$ cat src/fmc_consts.svh
`ifndef FMC_CONSTS_SVH
`define FMC_CONSTS_SVH

// ==================================================
// FMC PSRAM slave geometry
// ==================================================

// Address bus width, in 16-bit words
`define FMC_ADDR_WIDTH 12

// Data bus width
`define FMC_DATA_WIDTH 16

// Ticks after the address tick before the first write word is on the bus
`define FMC_DATLAT 2

// Depth of the internal RAM, one word per address
`define FMC_MEM_WORDS 4096

`endif

$ cat src/fmc_pkg.sv
`include "fmc_consts.svh"

package fmc_pkg;

    // Word address on the FMC bus and into the RAM
    typedef logic [`FMC_ADDR_WIDTH-1:0] fmc_addr_t;

    // One data word
    typedef logic [`FMC_DATA_WIDTH-1:0] fmc_data_t;

    // Byte lanes, one bit each
    typedef logic [`FMC_DATA_WIDTH/8-1:0] fmc_be_t;

    // Ticks since the address tick
    typedef logic [7:0] fmc_tick_t;

    // Burst phase
    typedef enum logic [1:0] {
        IDLE,
        ADDR,
        LATENCY,
        DATA
    } burst_state_t;

endpackage

$ cat src/fmc_bram_access.sv
module fmc_bram_access (
    input  logic               FMC_CLK_s,
    input  logic               FMC_NE,
    input  fmc_pkg::fmc_addr_t start_addr,
    input  logic               addr_load,
    input  logic               is_write,
    input  logic               data_phase,
    input  fmc_pkg::fmc_data_t FMC_D_I,
    input  fmc_pkg::fmc_be_t   FMC_NBL,
    output fmc_pkg::fmc_addr_t bram_addr,
    output logic               bram_en,
    output fmc_pkg::fmc_be_t   bram_we,
    output fmc_pkg::fmc_data_t bram_din
);

    logic wr_started;
    logic addr_step;

    // Set once the first write word has been captured
    always_ff @(posedge FMC_CLK_s or posedge FMC_NE) begin
        if (FMC_NE) begin
            wr_started <= 1'b0;
        end else if (data_phase) begin
            wr_started <= 1'b1;
        end
    end

    // Reads stream every tick, writes step once per word after the first
    assign addr_step = is_write ? (data_phase && wr_started) : 1'b1;

    // Wraps modulo the memory depth
    always_ff @(posedge FMC_CLK_s) begin
        if (addr_load) begin
            bram_addr <= start_addr;
        end else if (addr_step) begin
            bram_addr <= bram_addr + 1'b1;
        end
    end

    always_ff @(posedge FMC_CLK_s or posedge FMC_NE) begin
        if (FMC_NE) begin
            bram_en <= 1'b0;
        end else begin
            bram_en <= 1'b1;
        end
    end

    // Lanes are active low on the bus
    // The RAM writes at the edge after capture, so NE must stay low one more edge
    always_ff @(posedge FMC_CLK_s or posedge FMC_NE) begin
        if (FMC_NE) begin
            bram_we <= '0;
        end else begin
            bram_we <= data_phase ? ~FMC_NBL : '0;
        end
    end

    always_ff @(posedge FMC_CLK_s) begin
        if (data_phase) begin
            bram_din <= FMC_D_I;
        end
    end

    a_we_needs_en: assert property (@(posedge FMC_CLK_s) (|bram_we) |-> bram_en);

endmodule

$ cat config.mk
export PLATFORM = sky130hd
export DESIGN_NAME = fmc_bram_access
export DESIGN_NICKNAME = d
export VERILOG_FILES = /design/src/fmc_pkg.sv /design/src/fmc_bram_access.sv
export VERILOG_INCLUDE_DIRS = /design/src
export SDC_FILE = /design/constraint.sdc
export NUM_CORES = 1
export LEC_CHECK = 0
export ABC_AREA = 1
export ABC_CLOCK_PERIOD_IN_PS = 2100
export BUFFER_PORTS_ARGS = -buffer_cell sky130_fd_sc_hd__buf_2
export CORE_MARGIN = 3
export CORE_UTILIZATION = 48
export DETAILED_ROUTE_END_ITERATION = 7
export PLACE_DENSITY = 0.83
export SYNTH_ARGS = -nofsm -noshare
export SYNTH_HDL_FRONTEND = slang
export SYNTH_SLANG_ARGS = --single-unit
$ cat constraint.sdc
create_clock -name FMC_CLK_s -period 2.1 [get_ports FMC_CLK_s]
set_input_delay 0.105 -clock FMC_CLK_s [delete_from_list [all_inputs] [get_ports FMC_CLK_s]]
set_output_delay 0.105 -clock FMC_CLK_s [all_outputs]
set_load 0.01 [all_outputs]
After elaboration in Yosys (flattened, before gate mapping)
Index checks and enable logic that the tools add are counted.
Widths: inputs -> output; s select.
{ "word_totals": {"latchBits": 0, "regBits": 32, "ram_bits": 0, "romBits": 0, "output_inout_bits": 31, "n_memories": 0} }
{ "op_classes": {"n_addsub": 1, "shift": 0, "multipliers": 0, "reduce_logical": 2, "bitwise_logic": 1, "eq_ne": 0, "n_lt_le_gt_ge": 0, "n_mux": 4, "div": 0} }
{ "op_table": {"columns": ["operator", "count"], "rows": [
  ["$mux 12", 2],
  ["$add 12x1->12 const B", 1],
  ["$mux 2", 1],
  ["$not 2->2", 1],
  ["$reduce_bool 2->1", 1],
  ["$logic_and 1x1->1", 1],
  ["$mux 1", 1]
]} }

Longest topological paths before layout
{ "logic_depth": {"depth_word": 4, "depth_mapped": 7, "mapped_depth_nobuf": 7} }

Worst setup path after synthesis
Ideal clock, no wire load.
{ "synth_timing": {"path_kind": "register to register", "from": "register bram_addr[0]", "to": "register bram_addr[4], data pin", "setup_time_ns": 0.259, "required_time_ns": 1.841, "path_stages_with_launch": 8, "path_slack_ns": 0.718, "t_arrival_ns": 1.124, "synth_period_minus_slack_ns": 1.382, "path_buffers": 0, "path_cell_list": "edfxtp_1 ha_1 nand2_1 inv_1 nand2_1 nand2_1 o211ai_1 nand2_1"} }
{ "synth_between": {"elab_chain_len": 3} }
{ "synth_rtl": {"columns": ["element", "line", "rtl"], "rows": [
  ["start: declaration", "fmc_bram_access.sv:10", "output fmc_pkg::fmc_addr_t bram_addr,"],
  ["start signal: assignment", "fmc_bram_access.sv:34", "bram_addr <= start_addr;"],
  ["start signal: assignment", "fmc_bram_access.sv:36", "bram_addr <= bram_addr + 1'b1;"],
  ["$add 12x1->12", "fmc_bram_access.sv:36", null],
  ["$mux 12", "fmc_bram_access.sv:35", "end else if (addr_step) begin"],
  ["$mux 12", "fmc_bram_access.sv:33", "if (addr_load) begin"]
]} }
No other way between the ends. The select of a mux whose other input is x is not followed.
A chain may end at the register's enable or synchronous reset.

Worst setup path in the final report
Same ends and word-level chain as after synthesis.

==> metrics <==
vias in the first global route 1178; P_leak 0.9385 nW; Seq cells post-synth 32; Post-CTS Setup Repair Bufs 0; period utilisation layout 67.87%; grt ovf 0; layout cells sized above 1 37.21%; Critical Path Source Type register; Layout area overhead 45.25%; Hold Crit Depth 3; initial antenna violation count 0; routed wire length 3480 um; clk buf depth 2; Setup violations, final 0; fill count 152; Post-CTS Resized 0; cell family with the largest share of critical-path delay flip-flops; first-pass GRT wire length 5595 um; Multi-input gate area 366.6 um^2; FF-to-FF Start bram_addr[0]$_DFFE_PP_; Most common cell on crit path nand2_1; Horiz. Die Dim 59.18 um; DRT Pass-1 Iters 4; Clock Skew 7.404 ps; initial core utilization 52.42%; CP endpoint kind register; final hold viol count 0; commonest non-fill, non-tap cells in the layout buf_2, nand2_1, edfxtp_1, dlygate4sd3_1, inv_1; max cap viols 0; DRT antenna net count 0; main flop type after synthesis edfxtp_1; clock sink total 32; Die Ht 59.18 um; Period minus WS final 1425 ps; register area share after synthesis 69.31%; pin count of the biggest net entering global routing 20; most common cell after layout, fill and taps aside buf_2; CP Data Required Time 2190 ps; max_slew headroom 59.20%; outcome finished clean; worst vdd ir 650.8 uV; dpl cell area 0.001715 mm^2; PwrDens 729.2 mW/mm^2; Post-synth EDFFs 28; post-synthesis cell count 124; RSZ-0062 raised after global routing false; FF-to-FF path depth 7; Max Slew Vio Count 0; actual slew at the worst max-slew pin 610.3 ps; # H-tree levels 2; Via density 4.906; worst hold endpoint bram_addr[5]$_DFFE_PP_; Worst-path clk slew 100 ps; total power 1.438 mW; DR vias 1202; Crit-path slowest cell edfxtp_1; total CTS buffers 5; Synth warnings 0; GR Util All Layers 22.47%; WL/cell 14.20 um; core area 0.002590 mm^2; # rows 18; # DRC 0; Placer Congestion 0.7528; register area 940.9 um^2; FMAX 0.7016 GHz; r2r setup slk 670 ps; post-route cell area 0.001972 mm^2; clk_lat worst skew 330 ps; HP Class input pin to register; Fin Setup TNS 0 ps; # diodes 0; Mapped Area 0.001358 mm^2; crit path kind register to register; slowest stage delay, CP 470 ps; CP arrival 1520 ps; Syn Nets 160; IO Port Bufs 65; DRT iter0 DRCs 72; Critical Path Fanout Max 5; Nets 250; HPWL Detailed 2132 um; # IOs 66; clk root buf clkbuf_4; Mean Syn Cell Area 10.95 um^2; Synth cell types 21; Die Area 0.003502 mm^2; Reg2Reg Capture Point bram_addr[4]$_DFFE_PP_; Cell Chain, Critical Path ha_1 -> nand2_1 -> inv_1 -> nand2_1 -> nand2_1 -> o211ai_1 -> nand2_1; TritonCTS clock tree built; min-delay src start_addr[5]; Worst Path Buf+Inv 1; asr flop ratio synth 12.50%
## power breakdown
| group | switching (mW) | internal (mW) |
|---|---|---|
| Combinational | 0.129 | 0.113 |
| Sequential | 0.0440 | 0.760 |
| Clock | 0.229 | 0.163 |
## cells by family (layout without fill, tap and decap cells)
group | Yosys count | after routing | synth area share [%]
AOI/OAI and AO/OA | 6 | 6 | 2.580
xor gates and xnor gates | 2 | 2 | 1.291
adders and majority gates | 1 | 1 | 0.9215
buffers and inverters | 13 | 104 | 3.686
DFF | 32 | 32 | 69.31
other | 1 | 1 | 0.2762
and+or+nand+nor | 69 | 69 | 21.94
## layout make-up
| cell class | instances | share of cell area [%] |
|---|---|---|
| well taps | 30 | 1.904 |
| inverters | 12 | 2.284 |
| multi-input cells | 79 | 18.59 |
| flip-flops and latches | 32 | 47.72 |
| clock buffers | 6 | 2.602 |
| repair buffers | 84 | 26.14 |
| clock inverters | 2 | 0.7614 |
## flip-flops by register name (all words and copies together), names as in the netlist
signal,count
bram_we,2
bram_addr,12
wr_started,1
bram_din,16
bram_en,1
## worst max path at each step
stage                         endpoint                   start  depth (start not counted)  slack [ps]
2_1_floorplan   bram_addr[4]$_DFFE_PP_  bram_addr[0]$_DFFE_PP_                          7         720
3_3_place_gp    bram_addr[4]$_DFFE_PP_  bram_addr[0]$_DFFE_PP_                          7         740
3_5_place_dp    bram_addr[4]$_DFFE_PP_  bram_addr[0]$_DFFE_PP_                          7         700
4_1_cts         bram_addr[4]$_DFFE_PP_  bram_addr[0]$_DFFE_PP_                          7         670
5_1_grt        bram_addr[10]$_DFFE_PP_  bram_addr[0]$_DFFE_PP_                          6         530
6_report        bram_addr[4]$_DFFE_PP_  bram_addr[0]$_DFFE_PP_                          7         670
## tightest hold or removal path, stage by stage
cell and delay (ps):
buf_2 80, nand2_1 40, nand2_1 50
## what timing repair did
action / 4_1_cts / 5_1_grt
endpoints found under the setup margin: 0 / 0
hold buffers: 19 / 0
hold endpoints to repair: 22 / 0
## synth_stat cells, types with 2 or more instances
cell / n / share of area [%]
nand2_1: 43 / 12
edfxtp_1: 28 / 62
inv_1: 11 / 3.0
nand3_1: 10 / 3.7
nor2_1: 9 / 2.5
dfrtp_1: 4 / 7.4
o21ai_1: 3 / 1.1
nor2_2: 2 / 0.92
xor2_1: 2 / 1.3
## through the flow
step	std cells	setup WS [ps]	utilization (%)	hold WS, ps
CTS	245	666.5	76.14	35.63
finish	245	674.7	76.14	40.63
global route	245	530.2	76.14	41.63
global placement	218	743.1	66.23	-18.94
detailed placement	218	701.0	66.23	-9.114
floorplan	124	717.5	-	-128.9
## metal layers
layer	GRT usage, %	routed length, um	vias up
met1	27.43	1411	550
met5	0	0	-
met4	10.68	63	0
li1	-	-	589
met3	9.368	385	7
met2	34.32	1620	56
Note: power is estimated with default switching activity, not from simulation.
