## config.mk

```make
export PLATFORM = sky130hd
export DESIGN_NAME = fmc_read_return
export DESIGN_NICKNAME = d
export VERILOG_FILES = /design/src/fmc_pkg.sv /design/src/fmc_read_return.sv
export VERILOG_INCLUDE_DIRS = /design/src
export SDC_FILE = /design/constraint.sdc
export NUM_CORES = 1
export LEC_CHECK = 0
export ABC_AREA = 1
export BUFFER_PORTS_ARGS = -buffer_cell sky130_fd_sc_hd__clkbuf_2
export CORE_MARGIN = 2
export CORE_UTILIZATION = 34
export CTS_BUF_LIST = sky130_fd_sc_hd__clkbuf_8
export DETAILED_ROUTE_END_ITERATION = 8
export MAX_ROUTING_LAYER = met4
export PLACE_DENSITY = 0.8
export SETUP_SLACK_MARGIN = 0.15
export SYNTH_ARGS = -nofsm -noshare
export SYNTH_HDL_FRONTEND = slang
export SYNTH_SLANG_ARGS = --single-unit
```

## constraint.sdc

```tcl
create_clock -name FMC_CLK_s -period 0.8 [get_ports FMC_CLK_s]
set_input_delay 0.08 -clock FMC_CLK_s [delete_from_list [all_inputs] [get_ports FMC_CLK_s]]
set_output_delay 0.08 -clock FMC_CLK_s [all_outputs]
set_load 0.005 [all_outputs]
```

## src/fmc_consts.svh

```systemverilog
`ifndef FMC_CONSTS_SVH
`define FMC_CONSTS_SVH

// ==================================================
// FMC PSRAM slave geometry
// ==================================================

// Address bus width, in 16-bit words
`define FMC_ADDR_WIDTH 12

// Data bus width
`define FMC_DATA_WIDTH 16

// Ticks after the address tick before the first write word is on the bus
`define FMC_DATLAT 2

// Depth of the internal RAM, one word per address
`define FMC_MEM_WORDS 4096

`endif

```

## src/fmc_pkg.sv

```systemverilog
`include "fmc_consts.svh"

package fmc_pkg;

    // Word address on the FMC bus and into the RAM
    typedef logic [`FMC_ADDR_WIDTH-1:0] fmc_addr_t;

    // One data word
    typedef logic [`FMC_DATA_WIDTH-1:0] fmc_data_t;

    // Byte lanes, one bit each
    typedef logic [`FMC_DATA_WIDTH/8-1:0] fmc_be_t;

    // Ticks since the address tick
    typedef logic [7:0] fmc_tick_t;

    // Burst phase
    typedef enum logic [1:0] {
        IDLE,
        ADDR,
        LATENCY,
        DATA
    } burst_state_t;

endpackage

```

## src/fmc_read_return.sv

```systemverilog
`include "fmc_consts.svh"

module fmc_read_return (
    input  logic               FMC_CLK_s,
    input  logic               FMC_NE,
    input  logic               FMC_NOE,
    input  logic               is_write,
    input  fmc_pkg::fmc_tick_t tick,
    input  fmc_pkg::fmc_data_t bram_dout,
    output fmc_pkg::fmc_data_t FMC_D_O,
    output fmc_pkg::fmc_data_t FMC_D_T,
    output logic               FMC_NWAIT
);

    logic rd_ready;

    // All ones means no address tick yet
    assign rd_ready = !is_write && (tick != '1)
                      && (tick >= fmc_pkg::fmc_tick_t'(`FMC_DATLAT));

    // Sticky for the rest of the burst, high from tick DATLAT+1 on
    always_ff @(posedge FMC_CLK_s or posedge FMC_NE) begin
        if (FMC_NE) begin
            FMC_NWAIT <= 1'b0;
        end else begin
            FMC_NWAIT <= FMC_NWAIT || rd_ready;
        end
    end

    // Output register, first word lands here on the edge NWAIT rises
    always_ff @(posedge FMC_CLK_s) begin
        FMC_D_O <= bram_dout;
    end

    assign FMC_D_T = {`FMC_DATA_WIDTH{FMC_NOE}};

    a_nwait_off_at_end: assert property (@(posedge FMC_CLK_s)
        $rose(FMC_NE) |-> !FMC_NWAIT);

endmodule

```

# ---- Word-level counts from Yosys, hierarchy flattened
# Index checks and enable logic that the tools add are counted.
dict set report word_totals {
  register_bits 17
  latchBits 0
  ram_bits 0
  romBits 0
  input_bits 28
  wordCells 8
  n_memories 0
}
dict set report op_classes {
  add_sub_neg 0
  mul 0
  div_mod_pow 0
  order_cmp 1
  eq_ne 1
  shift 0
  n_mux 0
  n_bitwise 0
  n_reduce_logical 4
}
# op count
set op_table {}
lappend op_table {{$ge A8 B2 Y1 const B} 1}
lappend op_table {{$ne A8 B8 Y1 const B} 1}
lappend op_table {{$logic_and A1 B1 Y1} 2}
lappend op_table {{$logic_not A1 Y1} 1}
lappend op_table {{$logic_or A1 B1 Y1} 1}

# ---- Depth between registers and ports, before layout
# Gate-level depths: netlist of run 1.
dict set report depth {
  word_depth 4
  mapped_depth 6
  ltp_nobuf 6
}

# ---- Worst setup path after synthesis of run 1
# No wires, ideal clock.
dict set report synth_path {
  path_kind {register to register}
  startpoint {reg FMC_NWAIT}
  endpoint {reg FMC_NWAIT}
  arrival_ps 454
  t_required_ps 683
  setup_slack_ps 229
  path_stages_with_launch 3
  path_buffers 0
  path_cell_list {dfrtp_1 inv_1 nand2_1}
}
dict set report synth_between {
  elab_chain_len 1
}
# item line
set synth_lines {}
lappend synth_lines {{start, declared} fmc_read_return.sv:12} ;# output logic FMC_NWAIT
lappend synth_lines {{start signal, assigned} fmc_read_return.sv:26} ;# FMC_NWAIT <= FMC_NWAIT || rd_ready;
lappend synth_lines {{$logic_or A1 B1 Y1} fmc_read_return.sv:26}
# No other way between the ends.

# ---- Worst setup path in the final report of run 1
dict set report layout_path {
  startpoint {reg FMC_NWAIT}
  endpoint {out FMC_NWAIT}
}
# No word-level cell between the ends.

==> flow_summary_export.csv, run 1 <==
group,metric,value,unit
worst_setup_path,cp_top_family,"flip-flops",
logic_synthesis,ys_types,7,
worst_setup_path,slowest_delay,0.38,ns
worst_setup_path,cp_data_required_time,0.72,ns
sta,rsz0062_at_grt,"true",
global_route,grt_pass1_vias,527,
logic_synthesis,ys_seq_area_frac,0.620,
placement,place.detailed.hpwl,831,µm
detailed_routing,wl_per_cell,13.0,µm
logic_synthesis,synthCells,57,
detailed_routing,drt_iter0_drc,6,
die,row_count,14,
global_route,track_usage,0.158,
worst_setup_path,cp_cell_sequence,"clkbuf_2",
global_route,grt_max_degree,17,
finish,layout.nets,134,
placement,io_buffer_count,43,
die,io_pins,61,
sta,period_needed,0.811,ns
worst_setup_path,r2r_cells,2,
outcome,violations,"setup timing",
worst_hold_path,timing.hold.worst.class,"primary input to flip-flop",
pwr,cellLeakagePower,0.509,nW
sta,slew_headroom,0.933,
global_route,overflow,0,
worst_setup_path,worst-r2r-setup-slack,0.22,ns
worst_setup_path,cp_num_cells,1,
clock_tree,cts_inserted_buffers,3,
clock_tree,post_cts_buffers,0,
pwr,p_per_area,1850,nW/µm²
detailed_routing,wl,1580,µm
worst_setup_path,critPathArrivalTime,0.73,ns
worst_setup_path,crit_type,"flip-flop to output pin",
detailed_routing,dr.pass1.iters,4,
clock_tree,worstSkewPairLatency,0.24,ns
sta,fin_crit_sh,1.01,
detailed_routing,drc,0,
pwr,ir_drop,0.00157,V
sta,clock_skew,0,ns
logic_synthesis,yosys_warnings,0,
logic_synthesis,syn_avg_cell_area,9.77,µm²
logic_synthesis,synth_area_leader_cell,"dfxtp_1",
detailed_routing,via_per_inst,4.16,
finish,final_cells,121,
worst_setup_path,r2r_start,"FMC_NWAIT$_DFF_PP0_",
logic_synthesis,synth_area_leaders,"dfxtp_1 58%, buf_4 22%, nand2_1 6.7%",
placement,routabilityCongestion,0.689,
clock_tree,cts.sinks,17,
sta,final-hold-violation-count,0,
worst_setup_path,path_buf_inv,1,
finish,drive_above_1_share,0.552,
run,drv_cap,0,
clock_tree,cts_max_level,1,
detailed_routing,vias,503,
global_route,grt_pass1_wl,2130,µm
outcome,outcome,"complete, but fails checks",
worst_setup_path,startpoint_type,"flip-flop",
die,fp.dieH,44.5,µm
placement,dp_cells,100,
die,die-width,44.5,µm
worst_setup_path,crit_start,"FMC_NWAIT$_DFF_PP0_",
detailed_routing,ant_nets,0,
clock_tree,cts.clk_slew.worst_paths,0.06,ns
logic_synthesis,synth-seq-cells,17,
finish,layout_common_cells,"35 x clkbuf_2, 17 x dlygate4sd3_1, 12 x dfxtp_2",
global_route,antenna_found_initial,0,
finish,fin_util,0.617,
clock_tree,clock_path_buffers,2,
clock_tree,cts_tree,"done",
sta,slew_viol_final,0,
logic_synthesis,yosys.area.top_type_share,0.575,
worst_setup_path,rr_endpoint,"FMC_NWAIT$_DFF_PP0_",
sta,fmax,1230,MHz
finish,num_antenna_cells,0,
worst_setup_path,critPathSlowestCell,"dfrtp_1",
finish,syn_to_final_growth,68.8,%
logic_synthesis,syn_nets,85,
sta,finalSetupViolCount,1,
worst_hold_path,hp-start,"is_write",
sta,max_slew.worst_pin.slew,0.101,ns
die,initial_utilization,0.365,
worst_setup_path,crit_end,"FMC_NWAIT",
finish,fillCellCount,118,
die,fp.dieArea,1980,µm²
die,fp.coreArea,1520,µm²
clock_tree,cts-root-buf,"clkbuf_8",
logic_synthesis,synth_area,557,µm²
sta,setup_ws,-0.0110,ns
finish,final_common_cell,"clkbuf_2",
worst_setup_path,cp-end-kind,"output pin",
worst_setup_path,cp_max_fo,2,
==> stage by stage <==
stage               cell area (µm²)  worst slack, ns  total power, mW  hold slack [ns]  TNS [ns]
finish                          940          -0.0110             1.74           0.0860   -0.0110
global route                    940          -0.0450             1.81            0.117   -0.0450
CTS                             890          -0.0197             1.71           0.0881   -0.0197
floorplan                       557            0.229             1.01           -0.191         0
detailed placement              672            0.148             1.05          -0.0960         0
global placement                672            0.178             1.05           -0.100         0
==> sequential cells by signal, summed over array words and instances (netlist names) <==
name       count
FMC_D_O       16
FMC_NWAIT      1
==> cell families after synthesis <==
family,share of synthesized area
buf+inv,0.276
flops,0.620
simple gates,0.103
==> layer usage <==
metal	part of all wire	wire length [µm]	GRT usage
met3	0.14	228	0.0449
met2	0.44	696	0.249
met5	0	0	-
met4	0.0089	14	0.0909
met1	0.40	636	0.176
==> cell type report <==
class,instances,area (µm²),share of cell area
multi-input cells,15,57.6,0.0613
clock inverters,1,3.75,0.00399
repair buffers,60,423,0.450
well taps,16,20.0,0.0213
inverters,9,33.8,0.0360
clock buffers,3,41.3,0.0439
flip-flops and latches,17,360,0.383
==> synth_stat cells (all sizes together) <==
library cell and number:
buf 16, inv 9, dfxtp 16, nor2 4, dfrtp 1, nand3 1
nand2 10
==> power breakdown <==
group	switching (mW)	leakage, nW	internal [mW]	total [mW]
clock	0.263	0.0269	0.339	0.602
sequential	0.0163	0.144	0.897	0.913
combinational	0.0741	0.339	0.152	0.226
==> worst min-delay path by stage <==
stage                                to  slack (ns)  depth (start not counted)
detailed placement  FMC_NWAIT$_DFF_PP0_        -0.1                          2
floorplan           FMC_NWAIT$_DFF_PP0_       -0.19                          1
global placement    FMC_NWAIT$_DFF_PP0_       -0.10                          2
CTS                 FMC_NWAIT$_DFF_PP0_        0.09                          4
global route        FMC_NWAIT$_DFF_PP0_        0.12                          4
finish              FMC_NWAIT$_DFF_PP0_        0.09                          4
==> timing repair <==
item | CTS | global route
cloned | 0 | 0
hold endpoints to repair | 17 | 0
setup endpoints to repair | 17 | 17
hold buffers | 17 | 0
resized for setup | 2 | 20
No activity file was read; power rests on OpenSTA's default activity.
==> run 2: changes to the inputs <==
--- a/config.mk
+++ b/config.mk
@@ -10,9 +10,8 @@
 export BUFFER_PORTS_ARGS = -buffer_cell sky130_fd_sc_hd__clkbuf_2
 export CORE_MARGIN = 2
-export CORE_UTILIZATION = 34
-export CTS_BUF_LIST = sky130_fd_sc_hd__clkbuf_8
+export CORE_UTILIZATION = 32
 export DETAILED_ROUTE_END_ITERATION = 8
 export MAX_ROUTING_LAYER = met4
-export PLACE_DENSITY = 0.8
+export PLACE_DENSITY = 0.76
 export SETUP_SLACK_MARGIN = 0.15
 export SYNTH_ARGS = -nofsm -noshare
==> constraint.sdc (replaced) <==
create_clock -name FMC_CLK_s -period 0.8 [get_ports FMC_CLK_s]
set_input_delay 0.16 -clock FMC_CLK_s [delete_from_list [all_inputs] [get_ports FMC_CLK_s]]
set_output_delay 0.16 -clock FMC_CLK_s [all_outputs]
set_load 0.005 [all_outputs]
==> flow_summary_export.csv, run 2 (same netlist as run 1, synthesis figures left out) <==
group,metric,value,unit
worst_setup_path,crit_start,"FMC_NWAIT$_DFF_PP0_",
sta,slew_headroom,0.941,
global_route,grt_pass1_vias,444,
detailed_routing,wl_per_cell,10.3,µm
sta,setup_ws,-0.132,ns
run,drv_cap,0,
worst_setup_path,cp_num_cells,1,
finish,top_regs,"FMC_D_O (16), FMC_NWAIT (1)",
worst_setup_path,path_buf_inv,1,
worst_setup_path,crit_type,"flip-flop to output pin",
worst_setup_path,r2r_start,"FMC_NWAIT$_DFF_PP0_",
pwr,fin_total_pwr,1.55,mW
finish,final_common_cell,"clkbuf_2",
worst_setup_path,slowest_delay,0.38,ns
placement,placed_area,673,µm²
detailed_routing,drt_iter0_drc,8,
worst_hold_path,hold_depth,4,
pwr,p_per_area,1740,nW/µm²
clock_tree,cts_tree,"done",
die,fp.coreArea,1690,µm²
pwr,ir_drop,0.00120,V
worst_setup_path,r2r_cells,2,
sta,fin_crit_sh,1.17,
worst_setup_path,cp_data_required_time,0.64,ns
worst_setup_path,critPathArrivalTime,0.77,ns
detailed_routing,wl,1250,µm
worst_setup_path,worst-r2r-setup-slack,0.22,ns
sta,clock_skew,0,ns
sta,final-hold-violation-count,0,
placement,io_buffer_count,43,
finish,layout_common_cells,"38 x clkbuf_2, 17 x dlygate4sd3_1, 10 x nand2_1",
die,initial_utilization,0.330,
placement,routabilityCongestion,0.594,
worst_hold_path,timing.hold.worst.class,"primary input to flip-flop",
die,fp.dieArea,2090,µm²
clock_tree,clock_path_buffers,2,
detailed_routing,via_per_inst,3.85,
detailed_routing,dr.pass1.iters,6,
global_route,grt_max_degree,17,
global_route,grt_pass1_wl,1670,µm
placement,dp_slack,0.0906,ns
worst_setup_path,critPathSlowestCell,"dfrtp_1",
finish,largest_reg_flops,16,
global_route,track_usage,0.126,
outcome,outcome,"complete, but fails checks",
finish,syn_to_final_growth,59.1,%
clock_tree,cts_max_level,1,
detailed_routing,drc,0,
global_route,antenna_found_initial,0,
sta,finalSetupViolCount,17,
worst_setup_path,cp-end-kind,"output pin",
worst_setup_path,rr_endpoint,"FMC_NWAIT$_DFF_PP0_",
sta,max_slew.worst_pin.slew,0.0876,ns
die,io_pins,61,
sta,fmax,1070,MHz
die,row_count,15,
finish,post-route-cell-area,886,µm²
finish,regMostFlops,"FMC_D_O",
placement,dp_cells,101,
clock_tree,post_cts_buffers,0,
detailed_routing,vias,470,
worst_setup_path,cp_top_family,"flip-flops",
sta,period_needed,0.932,ns
finish,layout.nets,134,
outcome,violations,"setup timing",
clock_tree,cts_inserted_buffers,3,
finish,final_cells,122,
worst_setup_path,crit_end,"FMC_NWAIT",
clock_tree,worstSkewPairLatency,0.28,ns
worst_setup_path,startpoint_type,"flip-flop",
pwr,cellLeakagePower,0.488,nW
finish,drive_above_1_share,0.514,
finish,num_antenna_cells,0,
worst_setup_path,cp_cell_sequence,"clkbuf_2",
clock_tree,cts.clk_slew.worst_paths,0.09,ns
global_route,overflow,0,
clock_tree,cts-root-buf,"clkbuf_4",
die,die-width,45.7,µm
worst_setup_path,cp_max_fo,2,
sta,slew_viol_final,0,
die,fp.dieH,45.7,µm
detailed_routing,ant_nets,0,
sta,rsz0062_at_grt,"true",
clock_tree,cts.sinks,17,
==> run 2: cell types whose count changed in the layout (fill, tap and decap cells not counted) <==
| cell | change |
|---|---|
| buf_2 | +2 |
| buf_6 | -5 |
| clkbuf_1 | +1 |
| dfxtp_1 | +4 |
| inv_1 | -1 |
| clkbuf_2 | +3 |
| clkbuf_8 | -3 |
| dfxtp_2 | -4 |
| clkbuf_4 | +3 |
==> run 2: repair_timing <==
item | in CTS | in global routing
gates resized for setup | 1 | 12
endpoints found under the setup margin | 17 | 17
hold buffers | 17 | 0
endpoints found under the hold margin | 17 | 0
==> run 2: cell type report <==
cell class                      instances  area (µm²)
Timing Repair Buffer                   60         392
Multi-Input combinational cell         15        57.6
Fill cell                             155         803
Clock buffer                            4        26.3
Inverter                                9        33.8
Sequential cell                        17         355
Tap cell                               17        21.3
==> run 2: layer usage <==
metal	share of wire	vias up	wire, µm	track usage
met2	0.63	24	788	0.245
met5	0	-	0	-
li1	-	242	-	-
met1	0.27	200	342	0.0831
met3	0.064	4	80	0.0675
met4	0.033	0	41	0.0686
==> run 2: worst min-delay path by stage <==
stage	startpoint	end
2_1_floorplan	FMC_NE	FMC_NWAIT$_DFF_PP0_
3_3_place_gp	FMC_NE	FMC_NWAIT$_DFF_PP0_
3_5_place_dp	FMC_NE	FMC_NWAIT$_DFF_PP0_
4_1_cts	is_write	FMC_NWAIT$_DFF_PP0_
5_1_grt	is_write	FMC_NWAIT$_DFF_PP0_
6_report	is_write	FMC_NWAIT$_DFF_PP0_
==> run 2: power breakdown <==
group	internal (mW)	switching (mW)
Sequential	0.893	0.0104
Clock	0.194	0.245
Combinational	0.137	0.0666
Total	1.22	0.322
==> run 2: stage by stage <==
| stage | setup TNS (ns) | util | hold slack (ns) |
|---|---|---|---|
| 2_1_floorplan | 0 | - | -0.111 |
| 3_3_place_gp | 0 | 0.399 | -0.0225 |
| 3_5_place_dp | 0 | 0.399 | -0.0241 |
| 4_1_cts | -1.37 | 0.516 | 0.116 |
| 5_1_grt | -1.81 | 0.524 | 0.135 |
| 6_report | -1.17 | 0.524 | 0.116 |
