[src/fmc_consts.svh]
`ifndef FMC_CONSTS_SVH
`define FMC_CONSTS_SVH

// ==================================================
// FMC PSRAM slave geometry
// ==================================================

// Address bus width, in 16-bit words
`define FMC_ADDR_WIDTH 12

// Data bus width
`define FMC_DATA_WIDTH 16

// Ticks after the address tick before the first write word is on the bus
`define FMC_DATLAT 2

// Depth of the internal RAM, one word per address
`define FMC_MEM_WORDS 4096

`endif

[src/fmc_pkg.sv]
`include "fmc_consts.svh"

package fmc_pkg;

    // Word address on the FMC bus and into the RAM
    typedef logic [`FMC_ADDR_WIDTH-1:0] fmc_addr_t;

    // One data word
    typedef logic [`FMC_DATA_WIDTH-1:0] fmc_data_t;

    // Byte lanes, one bit each
    typedef logic [`FMC_DATA_WIDTH/8-1:0] fmc_be_t;

    // Ticks since the address tick
    typedef logic [7:0] fmc_tick_t;

    // Burst phase
    typedef enum logic [1:0] {
        IDLE,
        ADDR,
        LATENCY,
        DATA
    } burst_state_t;

endpackage

[src/fmc_burst_decode.sv]
`include "fmc_consts.svh"

module fmc_burst_decode (
    input  logic               FMC_CLK_s,
    input  logic               FMC_NE,
    input  logic               FMC_NL,
    input  logic               FMC_NWE,
    input  fmc_pkg::fmc_addr_t FMC_A,
    output fmc_pkg::fmc_tick_t tick,
    output fmc_pkg::fmc_addr_t start_addr,
    output logic               addr_load,
    output logic               is_write,
    output logic               data_phase
);

    localparam fmc_pkg::fmc_tick_t DATLAT = fmc_pkg::fmc_tick_t'(`FMC_DATLAT);

    fmc_pkg::burst_state_t state;
    fmc_pkg::burst_state_t state_nxt;
    fmc_pkg::fmc_tick_t    tick_nxt;
    logic                  addr_tick;

    // The one edge with NL low while idle
    assign addr_tick = (state == fmc_pkg::IDLE) && !FMC_NL;
    assign tick_nxt  = tick + 1'b1;

    // ==================================================
    // Tick counter
    // ==================================================

    // Holds all ones until the address tick, then reads 0 during tick 0
    always_ff @(posedge FMC_CLK_s or posedge FMC_NE) begin
        if (FMC_NE) begin
            tick <= '1;
        end else if (state != fmc_pkg::IDLE || addr_tick) begin
            tick <= tick_nxt;
        end
    end

    // ==================================================
    // Burst phase FSM
    // ==================================================

    always_comb begin
        state_nxt = state;
        case (state)
            fmc_pkg::IDLE: begin
                if (!FMC_NL) begin
                    state_nxt = fmc_pkg::ADDR;
                end
            end
            fmc_pkg::ADDR, fmc_pkg::LATENCY: begin
                // Phase of the tick that the coming edge starts
                state_nxt = (tick_nxt >= DATLAT) ? fmc_pkg::DATA : fmc_pkg::LATENCY;
            end
            default: begin
                state_nxt = fmc_pkg::DATA;
            end
        endcase
    end

    always_ff @(posedge FMC_CLK_s or posedge FMC_NE) begin
        if (FMC_NE) begin
            state <= fmc_pkg::IDLE;
        end else begin
            state <= state_nxt;
        end
    end

    // Direction is fixed for the whole burst
    always_ff @(posedge FMC_CLK_s or posedge FMC_NE) begin
        if (FMC_NE) begin
            is_write <= 1'b0;
        end else if (addr_tick) begin
            is_write <= !FMC_NWE;
        end
    end

    always_ff @(posedge FMC_CLK_s) begin
        if (addr_tick) begin
            start_addr <= FMC_A;
        end
    end

    // Counter loads from start_addr at the edge that ends tick 0
    assign addr_load = (state == fmc_pkg::ADDR);

    // Looks one tick ahead, so it is high at every edge from tick DATLAT on
    assign data_phase = is_write && (state_nxt == fmc_pkg::DATA);

    a_idle_in_reset: assert property (@(posedge FMC_CLK_s)
        FMC_NE |-> (state == fmc_pkg::IDLE));

endmodule

[config.mk]
export PLATFORM = sky130hd
export DESIGN_NAME = fmc_burst_decode
export DESIGN_NICKNAME = d
export VERILOG_FILES = /design/src/fmc_pkg.sv /design/src/fmc_burst_decode.sv
export VERILOG_INCLUDE_DIRS = /design/src
export SDC_FILE = /design/constraint.sdc
export NUM_CORES = 1
export LEC_CHECK = 0
export BUFFER_PORTS_ARGS = -buffer_cell sky130_fd_sc_hd__clkbuf_2
export CAP_MARGIN = 5
export CORE_ASPECT_RATIO = 1.2
export CORE_UTILIZATION = 54
export CTS_BUF_LIST = sky130_fd_sc_hd__clkbuf_8
export CTS_CLUSTER_SIZE = 20
export DETAILED_ROUTE_END_ITERATION = 7
export GPL_TIMING_DRIVEN = 0
export HOLD_SLACK_MARGIN = 0.15
export PLACE_DENSITY = 0.88
export SETUP_SLACK_MARGIN = 0.15
export SKIP_CTS_REPAIR_TIMING = 1
export SYNTH_ARGS = -nofsm -noshare
export SYNTH_HDL_FRONTEND = slang
export SYNTH_SLANG_ARGS = --single-unit
[constraint.sdc]
create_clock -name FMC_CLK_s -period 2.9 [get_ports FMC_CLK_s]
set_input_delay 0.58 -clock FMC_CLK_s [delete_from_list [all_inputs] [get_ports FMC_CLK_s]]
set_output_delay 0.58 -clock FMC_CLK_s [all_outputs]
set_load 0.02 [all_outputs]
==> Yosys cells after proc, flatten, opt, wreduce, memory -nomap -nowiden <==
Cells that the tools add are included.
{ "word_totals": {"reg_bits": 23, "in_bits": 16, "out_inout_bits": 23} }
{ "classes": {"n_addsub": 1, "n_lt_le_gt_ge": 1, "n_eq_ne": 3, "mux": 3, "n_reduce_logical": 8} }
{ "ops": {"columns": ["operator", "count"], "rows": [
  ["adder 8 x 1 -> 8 bit, second input constant", 1],
  [">= comparator 8 x 2 -> 1 bit, second input constant", 1],
  ["equality test 2 bit, second input constant", 2],
  ["case mux 2 bit (2 select lines)", 1],
  ["equality test 2 x 1 -> 1 bit, second input constant", 1],
  ["logical AND 1 bit", 2],
  ["zero test 1 bit", 2],
  ["zero test 2 bit", 1],
  ["two-way mux 2 bit", 1],
  ["nonzero test 2 bit", 1],
  ["OR reduction 2 bit", 1],
  ["logical OR 1 bit", 1],
  ["two-way mux 1 bit", 1]
]} }

==> Logic depth before layout (Yosys ltp) <==
Gate-level depths: netlist of the first run.
{ "logic_depth": {"word_depth": 6, "depth_mapped": 6, "mapped_depth_nobuf": 6} }

==> Worst setup path before layout of the first run <==
No wires, ideal clock.
{ "synth_timing": {"path_kind": "reg2out", "start": "register tick[0]", "end": "output data_phase", "arrival_ns": 1.808, "t_required_ns": 2.320, "path_slack_ns": 0.512, "stages_incl_launch_ff": 6, "n_path_buf": 0, "cell_sequence": "dfstp_2 ha_1 nor3_1 a31oi_1 a2111oi_2 a2111oi_2"} }
{ "synth_between": {"elab_chain_cells": 6} }
{ "synth_lines": {"columns": ["item", "line_no", "rtl"], "rows": [
  ["start: declaration", "fmc_burst_decode.sv:9", "output fmc_pkg::fmc_tick_t tick,"],
  ["start signal: assignment", "fmc_burst_decode.sv:36", "tick <= tick_nxt;"],
  ["adder 8 x 1 -> 8 bit", "fmc_burst_decode.sv:25", "assign tick_nxt = tick + 1'b1;"],
  [">= comparator 8 x 2 -> 1 bit", "fmc_burst_decode.sv:54", "state_nxt = (tick_nxt >= DATLAT) ? fmc_pkg::DATA : fmc_pkg::LATENCY;"],
  ["two-way mux 1 bit", "fmc_burst_decode.sv:54", null],
  ["case mux 2 bit (2 select lines)", "fmc_burst_decode.sv:46", "case (state)"],
  ["equality test 2 bit", "fmc_burst_decode.sv:89", "assign data_phase = is_write && (state_nxt == fmc_pkg::DATA);"],
  ["logical AND 1 bit", "fmc_burst_decode.sv:89", null],
  ["end: declaration", "fmc_burst_decode.sv:13", "output logic data_phase"]
]} }
No other way between the ends.

==> Worst setup path in the final report of the first run <==
Same ends and word-level chain as after synthesis.

==> flow_metrics.py, run 1 <==
metrics = {
    "status": {
        "result_of_the_run": "complete, no violations",
    },
    "layout": {
        "layout.filler_cells": 132,
        "share_of_layout_cells_above_drive_strength_1_pct": 49.2,
        "nNetsFinal": 140,
        "final_core_util_pct": 71.3,
        "antenna-diode-count": 0,
        "final_cell_area_sq_um": 1310,
        "stdcell_count": 137,
        "synthToLayoutAreaGrowth_pct": 25.5,
    },
    "synth": {
        "avgSynthCellArea_sq_um": 13.7,
        "synth_most_common_cell": "sky130_fd_sc_hd__edfxtp_1",
        "syn-cell-area_sq_um": 1040,
        "synth_edf_count": 12,
        "netlist_instances": 76,
        "synth_simple_gate_area_share_pct": 9.27,
        "yosysWarnings": 0,
        "netlist.area_leader.share_pct": 34.7,
        "synth_adder_area_share_pct": 6.02,
        "synth_seq_cells": 23,
        "commonest_cells_in_the_netlist": "sky130_fd_sc_hd__edfxtp_1, sky130_fd_sc_hd__dfstp_2, sky130_fd_sc_hd__xnor2_1, sky130_fd_sc_hd__inv_1",
        "synth-compound-area-share_pct": 8.18,
        "synth_xor_xnor_area_share_pct": 8.42,
        "muxShareOfSynthArea_pct": 0.963,
        "ys.flop_type": "sky130_fd_sc_hd__edfxtp_1",
        "async_flop_share_pct": 47.8,
        "post_synth_num_cell_types": 26,
        "synth_seq_area_share_pct": 62.1,
        "synth.net_count": 97,
        "synth_top_family_by_area": "simple AND/OR/NAND/NOR gates",
        "synth_top_area_cell": "sky130_fd_sc_hd__edfxtp_1",
        "synth_area_leaders": "sky130_fd_sc_hd__edfxtp_1, sky130_fd_sc_hd__dfstp_2, sky130_fd_sc_hd__dfrtp_1",
    },
    "sta": {
        "hold_violations": 0,
        "setup_viol": 0,
        "finalWorstPathRequiredPeriod_ns": 2.61,
        "relSlewSlack_pct": 31.9,
        "fmaxAchievable_ghz": 0.384,
        "post_route_hold_slack_ns": 0.279,
        "setup_total_negative_slack_ns": 0,
        "finalCritPeriodShare_pct": 89.9,
        "maxSlewViolCount": 0,
        "unrepaired_setup_endpoints_after_global_routing": "no",
        "timing.clock.skew_ns": 0.00297,
        "worst-slew-pin-transition_ns": 1.02,
    },
    "route": {
        "number_of_vias_per_cell_after_detailed_routing": 5.04,
        "antenna_violating_nets_post_route": 0,
        "drt_pre_antenna_iters": 4,
        "drt_iter0_markers": 11,
        "drc": 0,
        "final_wl_mm": 1.80,
        "post_drt_wl_per_cell_um": 13.1,
        "vias": 691,
    },
    "grt": {
        "grt_first_pass_wirelength_mm": 2.93,
        "vias_in_the_first_global_route": 645,
        "grt_overflow": 0,
        "antenna_found_initial": 0,
        "groute.usage.overall_pct": 18.8,
        "grt_max_degree": 15,
    },
    "pwr": {
        "power.density_cell_area_nw_per_um2": 428,
        "worst_ir_drop_vdd_mv": 0.403,
        "leakagePower_nw": 0.579,
    },
    "critical_path": {
        "regToRegSetupSlack_ns": 0.96,
        "crit_fanout": 7,
        "worstSetupPathType": "register to primary output",
        "r2r.worst_path.cells": 4,
        "cp_data_arrival_time_ns": 2.03,
        "setup.worst_path.end_class": "primary output",
        "worstSetupEndpoint": "data_phase",
        "timing.critical_path.cells": "ha_2, nor3_1, a31oi_1, a2111oi_2, a2111oi_2, clkbuf_2",
        "critical_path.most_common_cell": "sky130_fd_sc_hd__a2111oi_2",
        "timing.critical_path.max_delay_family": "compound AO/OA/AOI/OAI gates",
        "cp-start-kind": "register",
        "depth_of_the_critical_timing_path_with_buffers_and_inverters_included": 6,
        "critical_path_buf_inv_count": 1,
        "worstSetupStartpoint": "tick[0]",
        "crit_path_max_incr_delay_ns": 0.59,
        "worst-endpoint-required_ns": 2.32,
        "worstReg2RegEnd": "start_addr[8]",
        "critical_path_cell_with_the_highest_stage_delay": "sky130_fd_sc_hd__dfstp_2",
        "rr_startpoint": "state[0]",
    },
    "cts": {
        "cts_buffers": 3,
        "numClockSinks": 23,
        "cts.htree.levels": 1,
        "clk_path_buf_depth": 2,
        "clk_pin_slew_ns": 0.08,
        "cts-root-buf": "sky130_fd_sc_hd__clkbuf_8",
        "clk-insertion-delay-late_ns": 0.26,
        "tritoncts_clock_tree": "built",
    },
    "floorplan": {
        "chipHeight_um": 50.1,
        "die_area_sq_um": 2110,
        "core_region_sq_um": 1830,
        "design.portCount": 39,
        "std_cell_rows": 17,
        "die_x_um": 42.1,
        "starting_density_of_the_core_pct": 56.8,
    },
    "placement": {
        "place.detailed.hpwl_mm": 1.37,
        "gpl.final_weighted_congestion": 0.718,
        "port_buffers": 38,
        "dp.cells": 133,
        "total_cell_area_at_the_placement_stage_sq_um": 1250,
    },
    "hold_path": {
        "hold_path_class": "primary input to async pin",
    },
    "job": {
        "maxCapViolCount": 0,
    },
}
==> cells by family after synthesis <==
logic type | after synthesis
buffers and inverters | 9
muxes | 1
and+or+nand+nor | 18
adders and majority gates | 5
xor gates and xnor gates | 10
AOI/OAI and AO/OA | 10
DFF | 23
==> stage by stage <==
| step | power [mW] | worst slack (ns) |
|---|---|---|
| 4_1_cts | 0.564 | 0.248 |
| 5_1_grt | 0.578 | 0.167 |
| 6_report | 0.559 | 0.294 |
| 3_3_place_gp | 0.369 | 0.552 |
| 3_5_place_dp | 0.370 | 0.540 |
| 2_1_floorplan | 0.358 | 0.512 |
==> routing by layer <==
metal	wire length, um	share of wire (%)	GRT usage [%]
met2	998	56	33.1
met3	57	3.2	3.30
met4	23	1.3	6.25
met5	0	0	0
met1	719	40	23.1
==> worst min path at each step <==
stage | start | end | cells after the start
floorplan | FMC_NE | is_write | 1
global placement | tick[6] | tick[6] | 1
detailed placement | tick[5] | tick[5] | 1
CTS | FMC_NE | is_write | 2
global route | FMC_NE | state[0] | 2
finish | FMC_NE | is_write | 2
==> power breakdown <==
part           internal [mW]  switching (mW)  leakage, nW
Combinational        0.00896         0.00914        0.338
Sequential             0.345        0.000396        0.219
Clock                 0.0968          0.0986       0.0217
==> registers in the layout, indices dropped and copies added (netlist names) <==
register,flops
start_addr,12
tick,8
state,2
is_write,1
==> cell type report <==
class	count	area, sq um	share of cell area (%)
multi-input cells	44	344	26.4
repair buffers	38	190	14.6
clock buffers	3	41.3	3.16
flip-flops and latches	23	646	49.5
inverters	6	22.5	1.73
well taps	19	23.8	1.82
plain buffers	3	30.0	2.30
clock inverters	1	7.51	0.575
==> cell usage in the layout, fill, tap and decap left out <==
cell type / instances
sky130_fd_sc_hd__a2111oi_2: 2
sky130_fd_sc_hd__a21boi_1: 1
sky130_fd_sc_hd__a21oi_1: 1
sky130_fd_sc_hd__a311oi_1: 1
sky130_fd_sc_hd__a31o_1: 1
sky130_fd_sc_hd__a31oi_1: 2
sky130_fd_sc_hd__and2b_1: 1
sky130_fd_sc_hd__and3_1: 1
sky130_fd_sc_hd__and3_2: 1
sky130_fd_sc_hd__and3_4: 1
sky130_fd_sc_hd__buf_4: 1
sky130_fd_sc_hd__buf_6: 2
sky130_fd_sc_hd__clkbuf_2: 38
sky130_fd_sc_hd__clkbuf_8: 3
sky130_fd_sc_hd__clkinvlp_4: 1
sky130_fd_sc_hd__dfrtp_1: 3
sky130_fd_sc_hd__dfstp_2: 8
sky130_fd_sc_hd__edfxtp_1: 12
sky130_fd_sc_hd__ha_1: 4
sky130_fd_sc_hd__ha_2: 1
sky130_fd_sc_hd__inv_1: 6
sky130_fd_sc_hd__mux2i_1: 1
sky130_fd_sc_hd__nand2_1: 4
sky130_fd_sc_hd__nand4_1: 4
sky130_fd_sc_hd__nor2_1: 5
sky130_fd_sc_hd__nor3_1: 1
sky130_fd_sc_hd__o211ai_1: 1
sky130_fd_sc_hd__o21ai_0: 1
sky130_fd_sc_hd__xnor2_1: 8
sky130_fd_sc_hd__xor2_1: 2
Note: power is estimated with default switching activity, not from simulation.
==> inputs of run 2 (changes only) <==
- CORE_UTILIZATION: 54 -> 50
- PLACE_DENSITY: 0.88 -> 0.82
==> run 2 against run 1 <==
Net effect: the flow now finishes with violations (DRC); worst setup slack got worse by 0.056 ns; maximum frequency decreased by 2.1%; clock power increased by 3%; non-clock buffer count unchanged; via count is 4.6% higher; register-to-register slack lost 0.05 ns; count of clock-buffer cells in the layout unchanged; sequential cell count did not move; core utilization down 1.7 points; cell count stayed put; design area increased by 0.96%.
==> flow_metrics.py, run 2 (synthesis gave the netlist of run 1 again) <==
metrics = {
    "status": {
        "result_of_the_run": "finished with violations",
        "failing_checks": "DRC",
    },
    "placement": {
        "port_buffers": 38,
        "gpl.final_weighted_congestion": 0.711,
        "dpl_worst_slack_ns": 0.534,
        "place.detailed.hpwl_mm": 1.32,
    },
    "critical_path": {
        "cp_data_arrival_time_ns": 2.08,
        "critical_path_buf_inv_count": 1,
        "regToRegSetupSlack_ns": 0.91,
        "r2r.worst_path.cells": 4,
        "cp-start-kind": "register",
        "timing.critical_path.max_delay_family": "compound AO/OA/AOI/OAI gates",
        "worst-endpoint-required_ns": 2.32,
        "timing.critical_path.cells": "ha_2, nor3_1, a31oi_1, a2111oi_4, a2111oi_2, buf_2",
        "critical_path_cell_with_the_highest_stage_delay": "sky130_fd_sc_hd__dfstp_2",
        "setup.worst_path.end_class": "primary output",
        "worstReg2RegEnd": "start_addr[2]",
        "crit_path_max_incr_delay_ns": 0.58,
        "rr_startpoint": "state[0]",
        "worstSetupPathType": "register to primary output",
        "crit_fanout": 7,
    },
    "sta": {
        "relSlewSlack_pct": 31.0,
        "setup_total_negative_slack_ns": 0,
        "setup_viol": 0,
        "timing.clock.skew_ns": 0.00456,
        "maxSlewViolCount": 0,
        "finalWorstPathRequiredPeriod_ns": 2.66,
        "finalCritPeriodShare_pct": 91.8,
        "worst-slew-pin-transition_ns": 1.03,
        "fmaxAchievable_ghz": 0.376,
        "hold_violations": 0,
        "unrepaired_setup_endpoints_after_global_routing": "no",
        "final_critical_path_setup_slack_ns": 0.238,
    },
    "cts": {
        "cts-root-buf": "sky130_fd_sc_hd__clkbuf_8",
        "clk-insertion-delay-late_ns": 0.26,
        "cts.htree.levels": 1,
        "numClockSinks": 23,
        "clk_pin_slew_ns": 0.08,
        "cts_buffers": 3,
        "clk_path_buf_depth": 2,
        "tritoncts_clock_tree": "built",
    },
    "pwr": {
        "power.density_cell_area_nw_per_um2": 428,
        "leakagePower_nw": 0.579,
        "report.power.total_mw": 0.564,
        "worst_ir_drop_vdd_mv": 0.384,
    },
    "layout": {
        "synthToLayoutAreaGrowth_pct": 26.7,
        "nNetsFinal": 140,
        "largest_registers": "start_addr: 12 flops, tick: 8 flops, state: 2 flops",
        "registers.top_by_ff_count": "start_addr",
        "max_reg_flops": 12,
        "most_frequent_standard_cell_in_the_layout_excluding_fill_and_tap_cells": "sky130_fd_sc_hd__clkbuf_2",
        "layout.filler_cells": 152,
        "share_of_layout_cells_above_drive_strength_1_pct": 49.2,
        "mostFrequentLayoutCells": "sky130_fd_sc_hd__clkbuf_2, sky130_fd_sc_hd__edfxtp_1, sky130_fd_sc_hd__xnor2_1, sky130_fd_sc_hd__dfstp_2, sky130_fd_sc_hd__inv_1",
        "antenna-diode-count": 0,
        "final_core_util_pct": 69.6,
    },
    "route": {
        "post_drt_wl_per_cell_um": 13.0,
        "number_of_vias_per_cell_after_detailed_routing": 5.28,
        "vias": 723,
        "final_wl_mm": 1.78,
        "antenna_violating_nets_post_route": 0,
        "drt_iter0_markers": 13,
        "drc": 2,
        "drt_pre_antenna_iters": 6,
    },
    "job": {
        "maxCapViolCount": 0,
    },
    "grt": {
        "vias_in_the_first_global_route": 652,
        "grt_max_degree": 15,
        "antenna_found_initial": 0,
        "grt_first_pass_wirelength_mm": 2.77,
        "grt_overflow": 0,
        "groute.usage.overall_pct": 16.9,
    },
    "floorplan": {
        "die_x_um": 43.6,
        "starting_density_of_the_core_pct": 54.9,
        "die_area_sq_um": 2270,
        "design.portCount": 39,
        "std_cell_rows": 17,
        "core_region_sq_um": 1890,
        "chipHeight_um": 52.0,
    },
    "hold_path": {
        "hold_path_class": "primary input to async pin",
    },
}
==> run 2: worst max path at each step <==
stage | start | endpoint | slack, ns | cells past startpoint
floorplan | tick[0] | data_phase | 0.51 | 5
global placement | tick[0] | data_phase | 0.57 | 6
detailed placement | tick[0] | data_phase | 0.53 | 6
CTS | tick[0] | data_phase | 0.24 | 6
global route | tick[0] | data_phase | 0.13 | 6
finish | tick[0] | data_phase | 0.24 | 6
==> run 2: final cells by class <==
| type | instances | area, sq um | area share, % |
|---|---|---|---|
| clock buffers | 3 | 41.3 | 3.13 |
| flip-flops and latches | 23 | 646 | 49.0 |
| plain buffers | 3 | 30.0 | 2.28 |
| multi-input cells | 44 | 357 | 27.1 |
| well taps | 19 | 23.8 | 1.80 |
| clock inverters | 1 | 7.51 | 0.570 |
| repair buffers | 38 | 190 | 14.4 |
| inverters | 6 | 22.5 | 1.71 |
==> run 2: where the power goes <==
part	internal, mW	leakage [nW]	total, mW	switching (mW)
clock	0.0972	0.0217	0.201	0.104
combinational	0.00897	0.338	0.0178	0.00885
sequential	0.345	0.219	0.345	0.000326
==> run 2: per-stage QoR <==
stage          instance area (sq um)  hold slack, ns  std cells
2_1_floorplan                   1040           0.427         76
3_5_place_dp                    1250           0.513        133
3_3_place_gp                    1250           0.506        133
5_1_grt                         1320           0.322        137
4_1_cts                         1300           0.288        137
6_report                        1320           0.277        137
==> run 2: routing by layer <==
| metal | GRT usage, % | share of wire [%] | vias up |
|---|---|---|---|
| li1 | - | - | 356 |
| met1 | 19.6 | 43 | 339 |
| met2 | 29.6 | 51 | 24 |
| met3 | 2.08 | 4.4 | 4 |
| met4 | 9.38 | 1.6 | 0 |
| met5 | 0 | 0 | - |
